--- config.mk ---
export PLATFORM = sky130hd
export DESIGN_NAME = width_adapter_top
export DESIGN_NICKNAME = d
export VERILOG_FILES = /design/src/logic/cfg_pkg.sv /design/src/logic/stream_pkg.sv /design/src/logic/width_adapter_top.sv /design/src/logic/piso_flex.sv /design/src/logic/skid_buffer.sv /design/src/logic/apb_regs.sv
export SDC_FILE = /design/constraint.sdc
export NUM_CORES = 1
export LEC_CHECK = 0
export BUFFER_PORTS_ARGS = -buffer_cell sky130_fd_sc_hd__buf_4
export CAP_MARGIN = 25
export CORE_ASPECT_RATIO = 1.25
export CORE_MARGIN = 8
export CORE_UTILIZATION = 57
export DETAILED_ROUTE_END_ITERATION = 6
export GPL_TIMING_DRIVEN = 0
export HOLD_SLACK_MARGIN = 0.12
export MAX_ROUTING_LAYER = met4
export PLACE_DENSITY = 0.9
export SLEW_MARGIN = 20
export SYNTH_ARGS = -nofsm -noshare
export SYNTH_HDL_FRONTEND = slang
export SYNTH_SLANG_ARGS = --single-unit
--- constraint.sdc ---
create_clock -name CLK -period 8.05 [get_ports CLK]
set_input_delay 1.61 -clock CLK [delete_from_list [all_inputs] [get_ports CLK]]
set_output_delay 1.61 -clock CLK [all_outputs]
set_load 0.1 [all_outputs]
--- src/logic/cfg_pkg.sv ---
package cfg_pkg;

  typedef logic [1:0]  lane_code_t;               // chunk width select.
  typedef logic [15:0] count_t;                   // wrapping status counter.
  typedef logic [3:0]  apb_addr_t;                // register byte offset.

  // lane codes, chunks per word is 64 over the width.
  localparam lane_code_t LANE_8  = 2'd0;          // 8 chunks per word.
  localparam lane_code_t LANE_16 = 2'd1;          // 4 chunks per word.
  localparam lane_code_t LANE_32 = 2'd2;          // 2 chunks per word.
  localparam lane_code_t LANE_64 = 2'd3;          // word passes whole.

  localparam lane_code_t LANE_RESET = LANE_64;    // lane after reset.

  // register map.
  localparam apb_addr_t ADDR_CTRL  = 4'h0;        // lane code and soft clear.
  localparam apb_addr_t ADDR_WORDS = 4'h4;        // words accepted, read only.
  localparam apb_addr_t ADDR_BEATS = 4'h8;        // beats delivered, read only.

  localparam int CTRL_CLEAR_BIT = 8;              // soft clear, reads as zero.

endpackage

--- src/logic/stream_pkg.sv ---
package stream_pkg;

  localparam int WORD_W = 64;                     // fixed input word width.

  typedef logic [WORD_W-1:0] word_t;              // one input data word.

  // beat on the input side, a full word per transfer.
  typedef struct packed {
    word_t data;                                  // payload word.
    logic  last;                                  // final word of a packet.
  } in_beat_t;

  // beat on the output side, one chunk per transfer.
  typedef struct packed {
    word_t data;                                  // chunk in low bits, rest zero.
    logic  last;                                  // final chunk of a last word.
  } out_beat_t;

  localparam int IN_BEAT_W  = $bits(in_beat_t);   // 65 bits.
  localparam int OUT_BEAT_W = $bits(out_beat_t);  // 65 bits.

endpackage
--- src/logic/width_adapter_top.sv ---
`timescale 1ns/10ps

module width_adapter_top (
  input  logic                  CLK,
  input  logic                  RST_N,
  input  logic                  psel,
  input  logic                  penable,
  input  logic                  pwrite,
  input  cfg_pkg::apb_addr_t    paddr,
  input  logic [31:0]           pwdata,
  output logic [31:0]           prdata,
  output logic                  pready,
  output logic                  pslverr,
  input  logic                  in_valid,
  output logic                  in_ready,
  input  stream_pkg::in_beat_t  in_beat,
  output logic                  out_valid,
  input  logic                  out_ready,
  output stream_pkg::out_beat_t out_beat
);

  import stream_pkg::*;
  import cfg_pkg::*;

  logic       ing_valid;                        // ingress to serializer.
  logic       ing_ready;
  in_beat_t   ing_beat;
  logic       ser_valid;                        // serializer to egress.
  logic       ser_ready;
  out_beat_t  ser_beat;
  lane_code_t lane;
  logic       flush;
  logic       word_taken;
  logic       beat_given;

  assign word_taken = in_valid & in_ready;      // counted at the input port.
  assign beat_given = out_valid & out_ready;    // counted at the output port.

  apb_regs u_regs (
    .CLK(CLK), .RST_N(RST_N),
    .psel(psel), .penable(penable), .pwrite(pwrite),
    .paddr(paddr), .pwdata(pwdata),
    .word_taken(word_taken), .beat_given(beat_given),
    .prdata(prdata), .pready(pready), .pslverr(pslverr),
    .lane(lane), .flush(flush)
  );

  skid_buffer #(.WIDTH(IN_BEAT_W)) u_ingress (
    .CLK(CLK), .RST_N(RST_N),
    .s_valid(in_valid), .s_data(in_beat), .s_ready(in_ready),
    .m_valid(ing_valid), .m_data(ing_beat), .m_ready(ing_ready)
  );

  piso_flex u_piso (
    .CLK(CLK), .RST_N(RST_N), .flush(flush), .lane(lane),
    .in_valid(ing_valid), .in_beat(ing_beat), .in_ready(ing_ready),
    .out_valid(ser_valid), .out_beat(ser_beat), .out_ready(ser_ready)
  );

  skid_buffer #(.WIDTH(OUT_BEAT_W)) u_egress (
    .CLK(CLK), .RST_N(RST_N),
    .s_valid(ser_valid), .s_data(ser_beat), .s_ready(ser_ready),
    .m_valid(out_valid), .m_data(out_beat), .m_ready(out_ready)
  );

endmodule

--- src/logic/piso_flex.sv ---
`timescale 1ns/10ps

module piso_flex (
  input  logic                 CLK,
  input  logic                 RST_N,
  input  logic                 flush,           // resets the chunk counter.
  input  cfg_pkg::lane_code_t  lane,
  input  logic                 in_valid,
  input  stream_pkg::in_beat_t in_beat,
  output logic                 in_ready,
  output logic                 out_valid,
  output stream_pkg::out_beat_t out_beat,
  input  logic                 out_ready
);

  import stream_pkg::*;
  import cfg_pkg::*;

  logic [2:0] cnt;                              // chunk index within the word.
  lane_code_t lane_q;                           // lane held for the word in progress.
  lane_code_t lane_cur;                         // lane in force for this chunk.
  logic [2:0] last_idx;                         // index of the final chunk.
  logic [5:0] offset;                           // bit position of the chunk.
  word_t      mask;                             // keeps the chunk width only.
  word_t      shifted;
  logic       final_chunk;
  logic       out_fire;

  assign lane_cur = (cnt == 3'd0) ? lane : lane_q; // sampled at the first chunk.

  // chunk geometry for the active lane.
  always_comb begin
    case (lane_cur)
      LANE_8: begin
        last_idx = 3'd7;
        offset   = {cnt, 3'b000};               // cnt times 8.
        mask     = 64'h0000_0000_0000_00ff;
      end
      LANE_16: begin
        last_idx = 3'd3;
        offset   = {cnt[1:0], 4'b0000};         // cnt times 16.
        mask     = 64'h0000_0000_0000_ffff;
      end
      LANE_32: begin
        last_idx = 3'd1;
        offset   = {cnt[0], 5'b00000};          // cnt times 32.
        mask     = 64'h0000_0000_ffff_ffff;
      end
      default: begin
        last_idx = 3'd0;                        // whole word in one beat.
        offset   = 6'd0;
        mask     = '1;
      end
    endcase
  end

  assign shifted     = in_beat.data >> offset;  // current chunk to the low bits.
  assign final_chunk = (cnt == last_idx);

  always_comb begin
    out_beat.data = shifted & mask;             // upper bits zero.
    out_beat.last = in_beat.last & final_chunk; // only on the last chunk.
  end

  assign out_valid = in_valid;
  assign in_ready  = out_ready & final_chunk;   // word retires with its last chunk.
  assign out_fire  = out_valid & out_ready;

  always_ff @(posedge CLK or negedge RST_N) begin
    if (!RST_N) begin
      cnt    <= 3'd0;
      lane_q <= LANE_RESET;
    end else if (flush) begin
      cnt    <= 3'd0;                           // next beat starts a new word.
    end else if (out_fire) begin
      if (cnt == 3'd0) begin
        lane_q <= lane;                         // hold the lane until the word ends.
      end
      cnt <= final_chunk ? 3'd0 : cnt + 3'd1;
    end
  end

endmodule

--- src/logic/skid_buffer.sv ---
`timescale 1ns/10ps

module skid_buffer #(
  parameter int WIDTH = 8                       // payload bit count.
) (
  input  logic             CLK,
  input  logic             RST_N,
  input  logic             s_valid,
  input  logic [WIDTH-1:0] s_data,
  output logic             s_ready,
  output logic             m_valid,
  output logic [WIDTH-1:0] m_data,
  input  logic             m_ready
);

  logic             main_valid;                 // main register holds a beat.
  logic             ovf_valid;                  // overflow register holds a beat.
  logic [WIDTH-1:0] main_data;
  logic [WIDTH-1:0] ovf_data;
  logic             s_fire;                     // upstream transfer.
  logic             main_load;                  // main register is free this edge.

  assign s_ready   = ~ovf_valid;                // registered, no path from m_ready.
  assign m_valid   = main_valid;
  assign m_data    = main_data;
  assign s_fire    = s_valid & s_ready;
  assign main_load = ~main_valid | m_ready;     // empty or draining.

  always_ff @(posedge CLK or negedge RST_N) begin
    if (!RST_N) begin
      main_valid <= 1'b0;
      ovf_valid  <= 1'b0;
    end else if (main_load) begin
      main_valid <= ovf_valid | s_fire;         // overflow drains first.
      ovf_valid  <= 1'b0;
    end else if (s_fire) begin
      ovf_valid  <= 1'b1;                       // main stalled, park the beat.
    end
  end

  always_ff @(posedge CLK) begin
    if (main_load) begin
      main_data <= ovf_valid ? ovf_data : s_data; // keeps beat order.
    end
    if (!main_load && s_fire) begin
      ovf_data <= s_data;
    end
  end

endmodule

--- src/logic/apb_regs.sv ---
`timescale 1ns/10ps

module apb_regs (
  input  logic                CLK,
  input  logic                RST_N,
  input  logic                psel,
  input  logic                penable,
  input  logic                pwrite,
  input  cfg_pkg::apb_addr_t  paddr,
  input  logic [31:0]         pwdata,
  input  logic                word_taken,       // input handshake event.
  input  logic                beat_given,       // output handshake event.
  output logic [31:0]         prdata,
  output logic                pready,
  output logic                pslverr,
  output cfg_pkg::lane_code_t lane,             // chunk width to serializer.
  output logic                flush             // one cycle soft clear.
);

  import cfg_pkg::*;

  logic       access;                           // access phase of a transfer.
  logic       addr_hit;                         // offset is in the map.
  logic       wr_ctrl;                          // write to the control register.
  lane_code_t lane_q;                           // stored lane code.
  count_t     words_q;                          // words accepted.
  count_t     beats_q;                          // beats delivered.

  assign access  = psel & penable;              // transfer completes here.
  assign pready  = 1'b1;                        // no wait states.
  assign pslverr = access & ~addr_hit;          // error on unmapped offset.

  assign wr_ctrl = access & pwrite & (paddr == ADDR_CTRL);

  // clear bit is never stored, so it pulses for the access cycle only.
  assign flush = wr_ctrl & pwdata[CTRL_CLEAR_BIT];

  assign lane = lane_q;

  // read mux, valid during the access phase.
  always_comb begin
    addr_hit = 1'b1;
    prdata   = '0;                              // unmapped reads return zero.
    case (paddr)
      ADDR_CTRL: begin
        prdata[1:0] = lane_q;                   // bit 8 reads as zero.
      end
      ADDR_WORDS: begin
        prdata[15:0] = words_q;                 // value before this increment.
      end
      ADDR_BEATS: begin
        prdata[15:0] = beats_q;
      end
      default: begin
        addr_hit = 1'b0;                        // flags pslverr.
      end
    endcase
  end

  // lane code register.
  always_ff @(posedge CLK or negedge RST_N) begin
    if (!RST_N) begin
      lane_q <= LANE_RESET;                     // 64-bit lane out of reset.
    end else if (wr_ctrl) begin
      lane_q <= pwdata[1:0];                    // takes effect on the access edge.
    end
  end

  // words accepted counter.
  always_ff @(posedge CLK or negedge RST_N) begin
    if (!RST_N) begin
      words_q <= '0;
    end else if (flush) begin
      words_q <= '0;                            // soft clear wins over an event.
    end else if (word_taken) begin
      words_q <= words_q + 16'd1;               // wraps at 65536.
    end
  end

  // beats delivered counter.
  always_ff @(posedge CLK or negedge RST_N) begin
    if (!RST_N) begin
      beats_q <= '0;
    end else if (flush) begin
      beats_q <= '0;
    end else if (beat_given) begin
      beats_q <= beats_q + 16'd1;               // wraps at 65536.
    end
  end

endmodule

[Yosys cells after proc, flatten, opt, wreduce, memory -nomap -nowiden]
Cells that the tools add are included.
Word-level totals
  register bits: 303
  bits of input ports: 108
  output and inout bits: 101
  logic and storage cells: 77
  bits in latches: 0
  bits in read-only memories: 0
  bits in writable memories: 0
  memories: 0
Cells by class
  reduce and logical (&&, ||, !) cells: 14
  multiplexer cells: 20
  $lt $le $gt $ge: 0
  add/sub/neg operators: 3
  shift operators: 1
  divide/modulo/power cells: 0
  multipliers: 0
  equality and inequality tests: 5
  bitwise gates (word level): 21
Operators with widths (number)
  case mux 64 bit (3 select lines): 1
  2-to-1 mux 65 bit: 2
  bitwise AND 64 bit: 1
  2-to-1 mux 16 bit: 4
  >> shifter 64 x 6 -> 64 bit: 1
  adder 16 x 1 -> 16 bit (second input constant): 2
  case mux 14 bit (2 select lines): 1
  case mux 6 bit (3 select lines): 1
  bitwise AND 1 bit: 10
  nonzero test 2 bit: 5
  2-to-1 mux 3 bit: 3
  case mux 3 bit (3 select lines): 1
  inverter 1 bit: 6
  case mux 2 bit (3 select lines): 1
  2-to-1 mux 1 bit: 5
  == test 4 x 3 -> 1 bit (second input constant): 1
  == test 4 bit (second input constant): 1
  logical NOT 4 bit: 1
  bitwise OR 1 bit: 4
  adder 3 x 1 -> 3 bit (second input constant): 1
  == test 3 bit: 1
  logical NOT 3 bit: 1
  OR reduction 3 bit: 1
  == test 2 x 1 -> 1 bit (second input constant): 1
  6 further kinds: 8

[Logic depth before layout (Yosys ltp)]
Gate-level depths: netlist (run 1).
  word-level depth: 9
  depth in mapped cells: 15
  gate-level depth less buffers: 11

[By module]
From an unflattened synthesis (run 1), not the netlist that was laid out.
Second synthesis, totals
  cells, all modules: 878
  area total of the unflattened synthesis: 13887.1 um^2
Modules (own cells, without submodules)
  skid_buffer: times used 2, cells each 211, area each 4843.4 um^2, seq. area each 3953.8 um^2
  apb_regs: times used 1, cells each 242, area each 2279.7 um^2, seq. area each 853.3 um^2
  piso_flex: times used 1, cells each 212, area each 1908.1 um^2, seq. area each 127.6 um^2
  width_adapter_top: times used 1, cells each 2, area each 12.5 um^2, seq. area each 0.0 um^2

[Least setup slack after synthesis (run 1)]
Ideal clock, no wire load.
  path kind: flip-flop to flip-flop
  start point: register u_piso.cnt[0]
  end point: register u_ingress.ovf_data[0], enable pin
  data required time: 7.555 ns
  clock period less this slack: 6.866 ns
  path slack: 1.184 ns
  cell stages (with the launch flop): 12
  path buffers: 2
  setup time: 0.495 ns
  data arrival time: 6.371 ns
  cell sequence: dfrtp_1 > buf_2 > inv_1 > ha_1 > nand2b_4 > buf_8 > mux2i_2 > xnor2_1 > nor3_1 > nand2_1 > nand2_1 > nor2b_1
Between the ends
  cells in the longest elaborated chain, start to end: 9
  elaborated cells on any way between the ends: 11
  those cells by class: eq/ne: 3; mux: 2; bitwise: 2; reduce/logical: 4
Ends and longest elaborated chain
  start, declared: line piso_flex.sv:19  | logic [2:0] cnt;
  start signal, assigned: line piso_flex.sv:79  | cnt <= final_chunk ? 3'd0 : cnt + 3'd1;
  logical NOT 3 bit: line piso_flex.sv:29  | assign lane_cur = (cnt == 3'd0) ? lane : lane_q;
  2-to-1 mux 2 bit
  == test 2 bit (tied with other cells): line piso_flex.sv:33  | case (lane_cur)
  case mux 3 bit (3 select lines): line piso_flex.sv:33
  == test 3 bit (*): line piso_flex.sv:58  | assign final_chunk = (cnt == last_idx);
  bitwise AND 1 bit (*): line piso_flex.sv:66  | assign in_ready = out_ready & final_chunk;
  bitwise OR 1 bit (*): line skid_buffer.sv:27  | assign main_load = ~main_valid | m_ready;
  named net u_ingress.main_load: line skid_buffer.sv:21  | logic main_load;
  logical NOT 1 bit (*): line skid_buffer.sv:45  | if (!main_load && s_fire) begin
  logical AND 1 bit (*): line skid_buffer.sv:45
  end signal, assigned: line skid_buffer.sv:46  | ovf_data <= s_data;
  end, declared: line skid_buffer.sv:19  | logic [WIDTH-1:0] ovf_data;
Mark *: on every way through the listed nets, which the timed path passes. The rest lies on a longest branch.
A chain may end at the register's enable or synchronous reset.

[Worst setup path in the final report (run 1)]
  start point: input port paddr[3]
  end point: output port prdata[12]
Between the ends
  cells in the longest elaborated chain, start to end: 2
  elaborated cells on any way between the ends: 3
  those cells by class: eq/ne: 2; mux: 1
Ends and longest elaborated chain
  start, declared: line width_adapter_top.sv:9  | input cfg_pkg::apb_addr_t paddr,
  == test 4 bit or == test 4 x 3 -> 1 bit (tied branches): line apb_regs.sv:44  | case (paddr)
  case mux 14 bit (2 select lines) (*): line apb_regs.sv:44
  end, declared: line width_adapter_top.sv:11  | output logic [31:0] prdata,
Mark *: on every way between the ends. The rest lies on a longest branch, timed or not.

==> run metrics, run 1 <==
first-pass GRT wire length between 50,000 and 60,000 um; xor and xnor fraction of the mapped netlist area between 1.5 and 2%; FF+latch area 8890 um2; final global-route overflow total 0; RSZ-0062 raised after global routing false; Synth area leaders edfxtp_1 56%, mux2_2 7.3%, dfrtp_1 7.0%; post-synthesis sequential area ratio approximately 63%; Die Y ~190 um; Die X around 160 um; initial antenna violation count 0; Setup crit start kind input pin; Yosys top cell area share 55.7%; post-route insts no fill roughly 1,600; Rows 64; kind of critical path in -> out; CTS Hold Bufs 0; vias 8,889; leak pwr 6.77 nW; max-cap viol count 0; FF-to-FF Start u_piso.cnt[0]; fill cell count around 1,700; antenna viol nets, final 0; Area Overhead vs Synth 19.5%; post-CTS setup buffer count 0; Slew Limit Headroom about 28%; Max VDD drop just over 0.2 mV; Required @ worst endpoint approximately 6.4 ns; Via-to-Cell Ratio 5.73; clock transition at the registers of the reported paths 0.07 ns; Ys Warns 0; TritonCTS Buffers 28; vias in the first global route around 9,000; Routed WL approximately 33,000 um; number of synthesized flops with an enable pin between 200 and 300; gpl congestion 0.941; Syn Area/Cell roughly 14 um2; multi-input logic area between 4000 and 5000 um2; worst hold-check path type reg -> reg; CTS tree yes; dominant cell type by area after synthesis edfxtp_1; fin nets 1,313; reg2reg setup slack approximately 4.0 ns; post-DR wirelength/cell 21.3 um; main combinational cell family by area after synthesis multiplexers; Simple-Gate Fraction of Synth Area 8.87%; hold path start u_egress.ovf_data[27]; outcome finished clean; hold path cells 2; Hold Crit Endpoint u_egress.m_data[27]; Cell variety after synth 63; Setup Skew around 0.013 ns; DRC viols 0; CTS Buffer Depth 3; cell count of the worst reg-to-reg path 14; placed instance count roughly 1,500; post-synthesis cell count slightly below 1,000; Mapped Area 14,000 um2; post-layout minimum cycle time 5.25 ns; Die Area roughly 30,000 um2; largest net degree at the start of global routing 63; Worst Path Arrival 3.64 ns; fraction of registers with async set/reset between 10% and 20%; CP Capture Type output port; IO Count approximately 210; Worst-Margin Slew 1.06 ns; Pwr per Cell Area approximately 390 nW/um2; CTS Root Cell clkbuf_16; post-synthesis mux area share between 10% and 20%; Setup Viol. Count Final 0; PortBufs ~160; final hold vios 0; fin crit share 65.2%; Max Slew Vio Count 0; Post-Route Utilization 68.8%; CTS-repair resized insts 0; DP HPWL ~24,000 um; hold_ws 0.524 ns; worst skew pair latency about 0.54 ns; CTS H-Tree Depth 1; maximum clock rate roughly 0.19 GHz; Initial Util roughly 58%; Iteration-0 DRC Markers between 700 and 800; Pre-antenna DRT Iters 5; main flop type after synthesis edfxtp_1; GRT Resource Usage Total between 20% and 30%; adder-cell share of the synthesized area less than 1%; n_diodes 0; CTS sink cnt about 300; Seq cells post-synth between 300 and 400; CP max FO 10; core box area roughly 24,000 um2; post-synthesis compound-gate area fraction 5.63%; Crit Reg-Reg Endpoint u_ingress.ovf_data[4]; share of cells above drive strength 1 a little under a third
logic make-up (layout without fill, tap and decap cells):
| group | count (synthesis) | in the layout |
|---|---|---|
| adder cells (fa/ha/maj) | 5 | 5 |
| multiplexers | 196 | 196 |
| AO/OA/AOI/OAI | 107 | 107 |
| buffers and inverters | 80 | 299 |
| flip-flops | 303 | 303 |
| AND/OR/NAND/NOR | 268 | 268 |
| XOR/XNOR | 26 | 26 |
| other | 2 | 17 |
routing by layer:
layer | GRT usage (%) | part of all wire [%]
met1 | 27.3 | 40
met2 | 37.0 | 49
met3 | 2.94 | 6.8
met4 | 8.93 | 4.1
met5 | - | 0
registers in the layout (all words and copies together) (netlist names):
signal	count
u_egress.m_data	65
u_egress.ovf_data	65
u_ingress.m_data	65
u_ingress.ovf_data	65
u_regs.beats_q	16
u_regs.words_q	16
u_piso.cnt	3
u_piso.lane_q	2
u_regs.lane	2
u_egress.m_valid	1
u_egress.ovf_valid	1
u_ingress.m_valid	1
u_ingress.ovf_valid	1
Yosys cell counts (7+ instances only):
master      n
edfxtp_1  260
nand2_1    92
mux2_2     91
nor2_1     88
mux2i_1    66
dfrtp_1    39
o31ai_1    32
clkbuf_1   29
buf_4      25
a22o_1     21
xor2_1     20
mux2_4     17
nand3_1    15
a21oi_1    14
and3_1     13
o21ai_0    12
nor2b_1    11
and2_1     10
mux2_1     10
a31oi_1     9
buf_2       8
nor3_1      8
mux4_1      7
or3_1       7
power breakdown:
group / switching [mW] / total (mW) / internal [mW]
clock network: 0.553 / 1.27 / 0.717
logic: 1.89 / 2.95 / 1.06
registers: 0.160 / 2.31 / 2.15
critical path, stage by stage:
cell	delay (ns)
buf_4	0.13
nor4b_1	0.91
clkbuf_1	0.43
a22o_1	0.25
buf_4	0.30
area by class of cell:
| type | instances | area share (%) |
|---|---|---|
| inverter | 7 | 0.157 |
| multi-input combinational | 619 | 28.4 |
| tap | 330 | 2.47 |
| clock buffer | 32 | 4.40 |
| buffer | 73 | 2.58 |
| timing repair buffer | 168 | 8.07 |
| clock inverter | 19 | 0.845 |
| sequential | 303 | 53.1 |
worst max path at each step:
stage / from / endpoint / slack, ns / depth (start not counted)
after detailed placement: paddr[3] / prdata[12] / 2.90 / 5
after global routing: paddr[3] / prdata[6] / 2.77 / 5
final: paddr[3] / prdata[12] / 2.80 / 5
after floorplan: u_piso.cnt[0] / u_ingress.ovf_data[0] / 1.18 / 11
after global placement: u_piso.cnt[0] / u_ingress.ovf_data[17] / -1.05 / 11
after CTS: paddr[3] / prdata[12] / 2.89 / 5
metrics by stage:
stage / area [um2] / worst slack, ns / setup TNS (ns) / total power, mW
6_report: 16700 / 2.80 / 0 / 6.53
5_1_grt: 16700 / 2.77 / 0 / 6.77
4_1_cts: 16700 / 2.89 / 0 / 6.52
3_5_place_dp: 15900 / 2.90 / 0 / 5.24
3_3_place_gp: 15700 / -1.05 / -73.16 / 5.17
2_1_floorplan: 14100 / 1.18 / 0 / 4.50
layout by cell type, fill, tap and decap left out, types with 29 or more instances in the layout:
cell type  count
buf_4        187
clkbuf_1      32
clkbuf_16     29
dfrtp_1       39
edfxtp_1     260
mux2_2        91
mux2i_1       66
nand2_1       91
nor2_1        87
o31ai_1       32
No activity file was read; power rests on OpenSTA's default activity.
==> inputs of run 2 (changes only) <==
--- a/config.mk
+++ b/config.mk
@@ -9,12 +9,12 @@
 export CAP_MARGIN = 25
 export CORE_ASPECT_RATIO = 1.25
 export CORE_MARGIN = 8
-export CORE_UTILIZATION = 57
+export CORE_UTILIZATION = 52
 export DETAILED_ROUTE_END_ITERATION = 6
 export GPL_TIMING_DRIVEN = 0
 export HOLD_SLACK_MARGIN = 0.12
 export MAX_ROUTING_LAYER = met4
-export PLACE_DENSITY = 0.9
+export PLACE_DENSITY = 0.87
 export SLEW_MARGIN = 20
 export SYNTH_ARGS = -nofsm -noshare
 export SYNTH_HDL_FRONTEND = slang
==> constraint.sdc (replaced) <==
create_clock -name CLK -period 4.8 [get_ports CLK]
set_input_delay 0.96 -clock CLK [delete_from_list [all_inputs] [get_ports CLK]]
set_output_delay 0.96 -clock CLK [all_outputs]
set_load 0.1 [all_outputs]
==> run 2 against run 1 <==
Sequential power increased by 67%. First-iteration DRC count decreased by 0.27%. Global-route usage decreased by 1.5 points. Sequential share of layout area about the same. Clock power increased by 65%. Sequential cell count unchanged. Worst hold slack got worse by 0.11 ns. Core utilization decreased by 5.9 points. Combinational power increased by 68%. Critical endpoint is now prdata[9].
==> run metrics, run 2 (synthesized netlist as in run 1, its figures left out) <==
setup tns final 0 ns (unchanged); worst skew pair latency 0.56 ns (was 0.54 ns); final hold vios 0 (unchanged); CP Capture Type output port (unchanged); FF-to-FF Start u_piso.cnt[0] (unchanged); leak pwr 6.75 nW (was 6.77 nW); Max stage delay on crit path 0.95 ns (was 0.91 ns); DRC viols 0 (unchanged); Rows 67 (was 64); Setup Viol. Count Final 0 (unchanged); IO Count 209 (unchanged); delay-heaviest family, CP simple AND/OR/NAND/NOR gates (unchanged); cell count of the worst reg-to-reg path 13 (was 14); vias 8,862 (was 8,889); placed instance count 1,515 (was 1,500); Required @ worst endpoint 3.84 ns (was 6.44 ns); CP max FO 10 (unchanged); worst hold-check path type in -> async (was reg -> reg); RSZ-0062 raised after global routing false (unchanged); Crit Reg-Reg Endpoint u_ingress.ovf_data[20] (was u_ingress.ovf_data[4]); Die Area 32,500 um2 (was 29,900 um2); Die X 163 um (was 156 um); Worst Path Arrival 3.02 ns (was 3.64 ns); Post-Route Utilization 62.8% (was 68.8%); Area Overhead vs Synth 19.5% (about the same); kind of critical path in -> out (unchanged); clock transition at the registers of the reported paths 0.06 ns (was 0.07 ns); Setup Skew 0.0199 ns (was 0.0125 ns); initial antenna violation count 1 (was 0); Final WS setup 0.822 ns (was 2.80 ns); fin nets 1,313 (unchanged); antenna viol nets, final 0 (unchanged); CTS H-Tree Depth 1 (unchanged); Setup crit start kind input pin (unchanged); Max VDD drop 0.366 mV (was 0.206 mV); TritonCTS Buffers 28 (unchanged); gpl congestion 0.938 (was 0.941); share of cells above drive strength 1 31.1% (about the same); core box area 26,700 um2 (was 24,300 um2); fin crit share between 80% and 90%; post-CTS setup buffer count 0 (unchanged); post-route insts no fill 1,568 (was 1,551); Pwr per Cell Area 653 nW/um2 (was 390 nW/um2); outcome finished clean (unchanged); Setup WS pre-CTS 1.01 ns (was 2.90 ns); Final Power 10.9 mW (was 6.53 mW); PortBufs 162 (unchanged); dpl cell area 15,900 um2 (about the same); Most common cell on crit path buf_4 (unchanged); commonest non-fill, non-tap cell in the layout edfxtp_1 (unchanged); hold_ws 0.413 ns (was 0.524 ns); Pre-antenna DRT Iters 7 (was 5); Slew Limit Headroom 24.8% (was 28.3%); GRT Resource Usage Total 20.8% (was 22.3%); fill cell count 1,997 (was 1,692); CTS Buffer Depth 3 (unchanged); Initial Util 52.5% (was 57.5%); first-pass GRT wire length 51,600 um (was 50,300 um); CTS Root Cell clkbuf_16 (unchanged); DP HPWL 24,400 um (about the same); reg2reg setup slack 0.96 ns (was 4.00 ns); CTS-repair resized insts 0 (unchanged); Iteration-0 DRC Markers 742 (was 744); final global-route overflow total 0 (unchanged); post-layout minimum cycle time between 3 and 4 ns; maximum clock rate 0.251 GHz; post-DR wirelength/cell 21.2 um (was 21.3 um); Die Y 199 um (was 191 um); CTS tree yes (unchanged); vias in the first global route 9,216 (was 9,000); crit-path cells buf_4 > nor4b_1 > clkbuf_1 > a22o_1 > buf_4 (unchanged); max-cap viol count 0 (unchanged); largest net degree at the start of global routing 63 (unchanged); Buffers & Inverters on Critical Path 3 (unchanged); Worst path slowest cell nor4b_1 (unchanged); Worst-Margin Slew 1.11 ns (was 1.06 ns); Max Slew Vio Count 0 (unchanged); highest-count cells in the layout ignoring fill and taps 260 x edfxtp_1, 187 x buf_4, 91 x mux2_2, 91 x nand2_1, 87 x nor2_1 (unchanged); Via-to-Cell Ratio 5.65 (was 5.73); CTS sink cnt 303 (unchanged); CTS Hold Bufs 0 (unchanged); Routed WL 33,200 um (was 33,100 um); fin area 16,700 um2 (about the same)
==> run 2: changes by cell type in the layout (fill, tap and decap cells not counted) <==
cell        previous run  this run
bufinv_16              2         1
clkbuf_1              32        35
clkbuf_16             29        28
clkbuf_8               0         1
clkinv_1               8         6
clkinv_2               7         5
clkinv_8               0         1
clkinvlp_4             1         2
diode_2                0         1
inv_6                  0         1
==> run 2: worst max-delay path by stage <==
| stage | start | end | slack (ns) | depth (start not counted) |
|---|---|---|---|---|
| after floorplan | u_egress.m_valid | u_egress.ovf_data[0] | 0.48 | 2 |
| after global placement | u_piso.cnt[0] | u_ingress.ovf_data[17] | -0.52 | 11 |
| after detailed placement | paddr[3] | prdata[9] | 1.01 | 5 |
| after CTS | paddr[3] | prdata[9] | 0.91 | 5 |
| after global routing | u_piso.cnt[0] | u_ingress.ovf_data[4] | 0.75 | 13 |
| final | paddr[3] | prdata[9] | 0.82 | 5 |
==> run 2: worst register-to-register path, delay by kind of cell (launching register included) <==
kind	cells	cell delay, ns
and+or+nand+nor	5	1.18
muxes	1	0.79
xor gates and xnor gates	1	0.15
adders and majority gates	1	0.25
buffers and inverters	5	0.87
DFF	1	0.34
==> run 2: power by group <==
part           internal [mW]  switching (mW)  total (mW)
sequential              3.60           0.264        3.86
clock                   1.15           0.958        2.10
combinational           1.78            3.18        4.96
total                   6.52            4.41        10.9
==> run 2: final cells by class <==
cell class              count  area (um2)  share of cell area (%)
repair buffers            168        1350                    8.07
plain buffers              73         432                    2.58
clock buffers              35         737                    4.40
multi-input cells         619        4750                    28.4
well taps                 345         432                    2.58
diodes                      1        2.50                  0.0149
flip-flops and latches    303        8890                    53.1
clock inverters            17         126                   0.755
inverters                   7        26.3                   0.157
==> run 2: layer usage <==
| metal | track usage, % | share of wire (%) | up-vias |
|---|---|---|---|
| met1 | 25.7 | 41 | 4322 |
| met3 | 2.95 | 6.0 | 85 |
| li1 | - | - | 4102 |
| met5 | - | 0 | - |
| met4 | 9.22 | 4.4 | 0 |
| met2 | 33.7 | 48 | 353 |
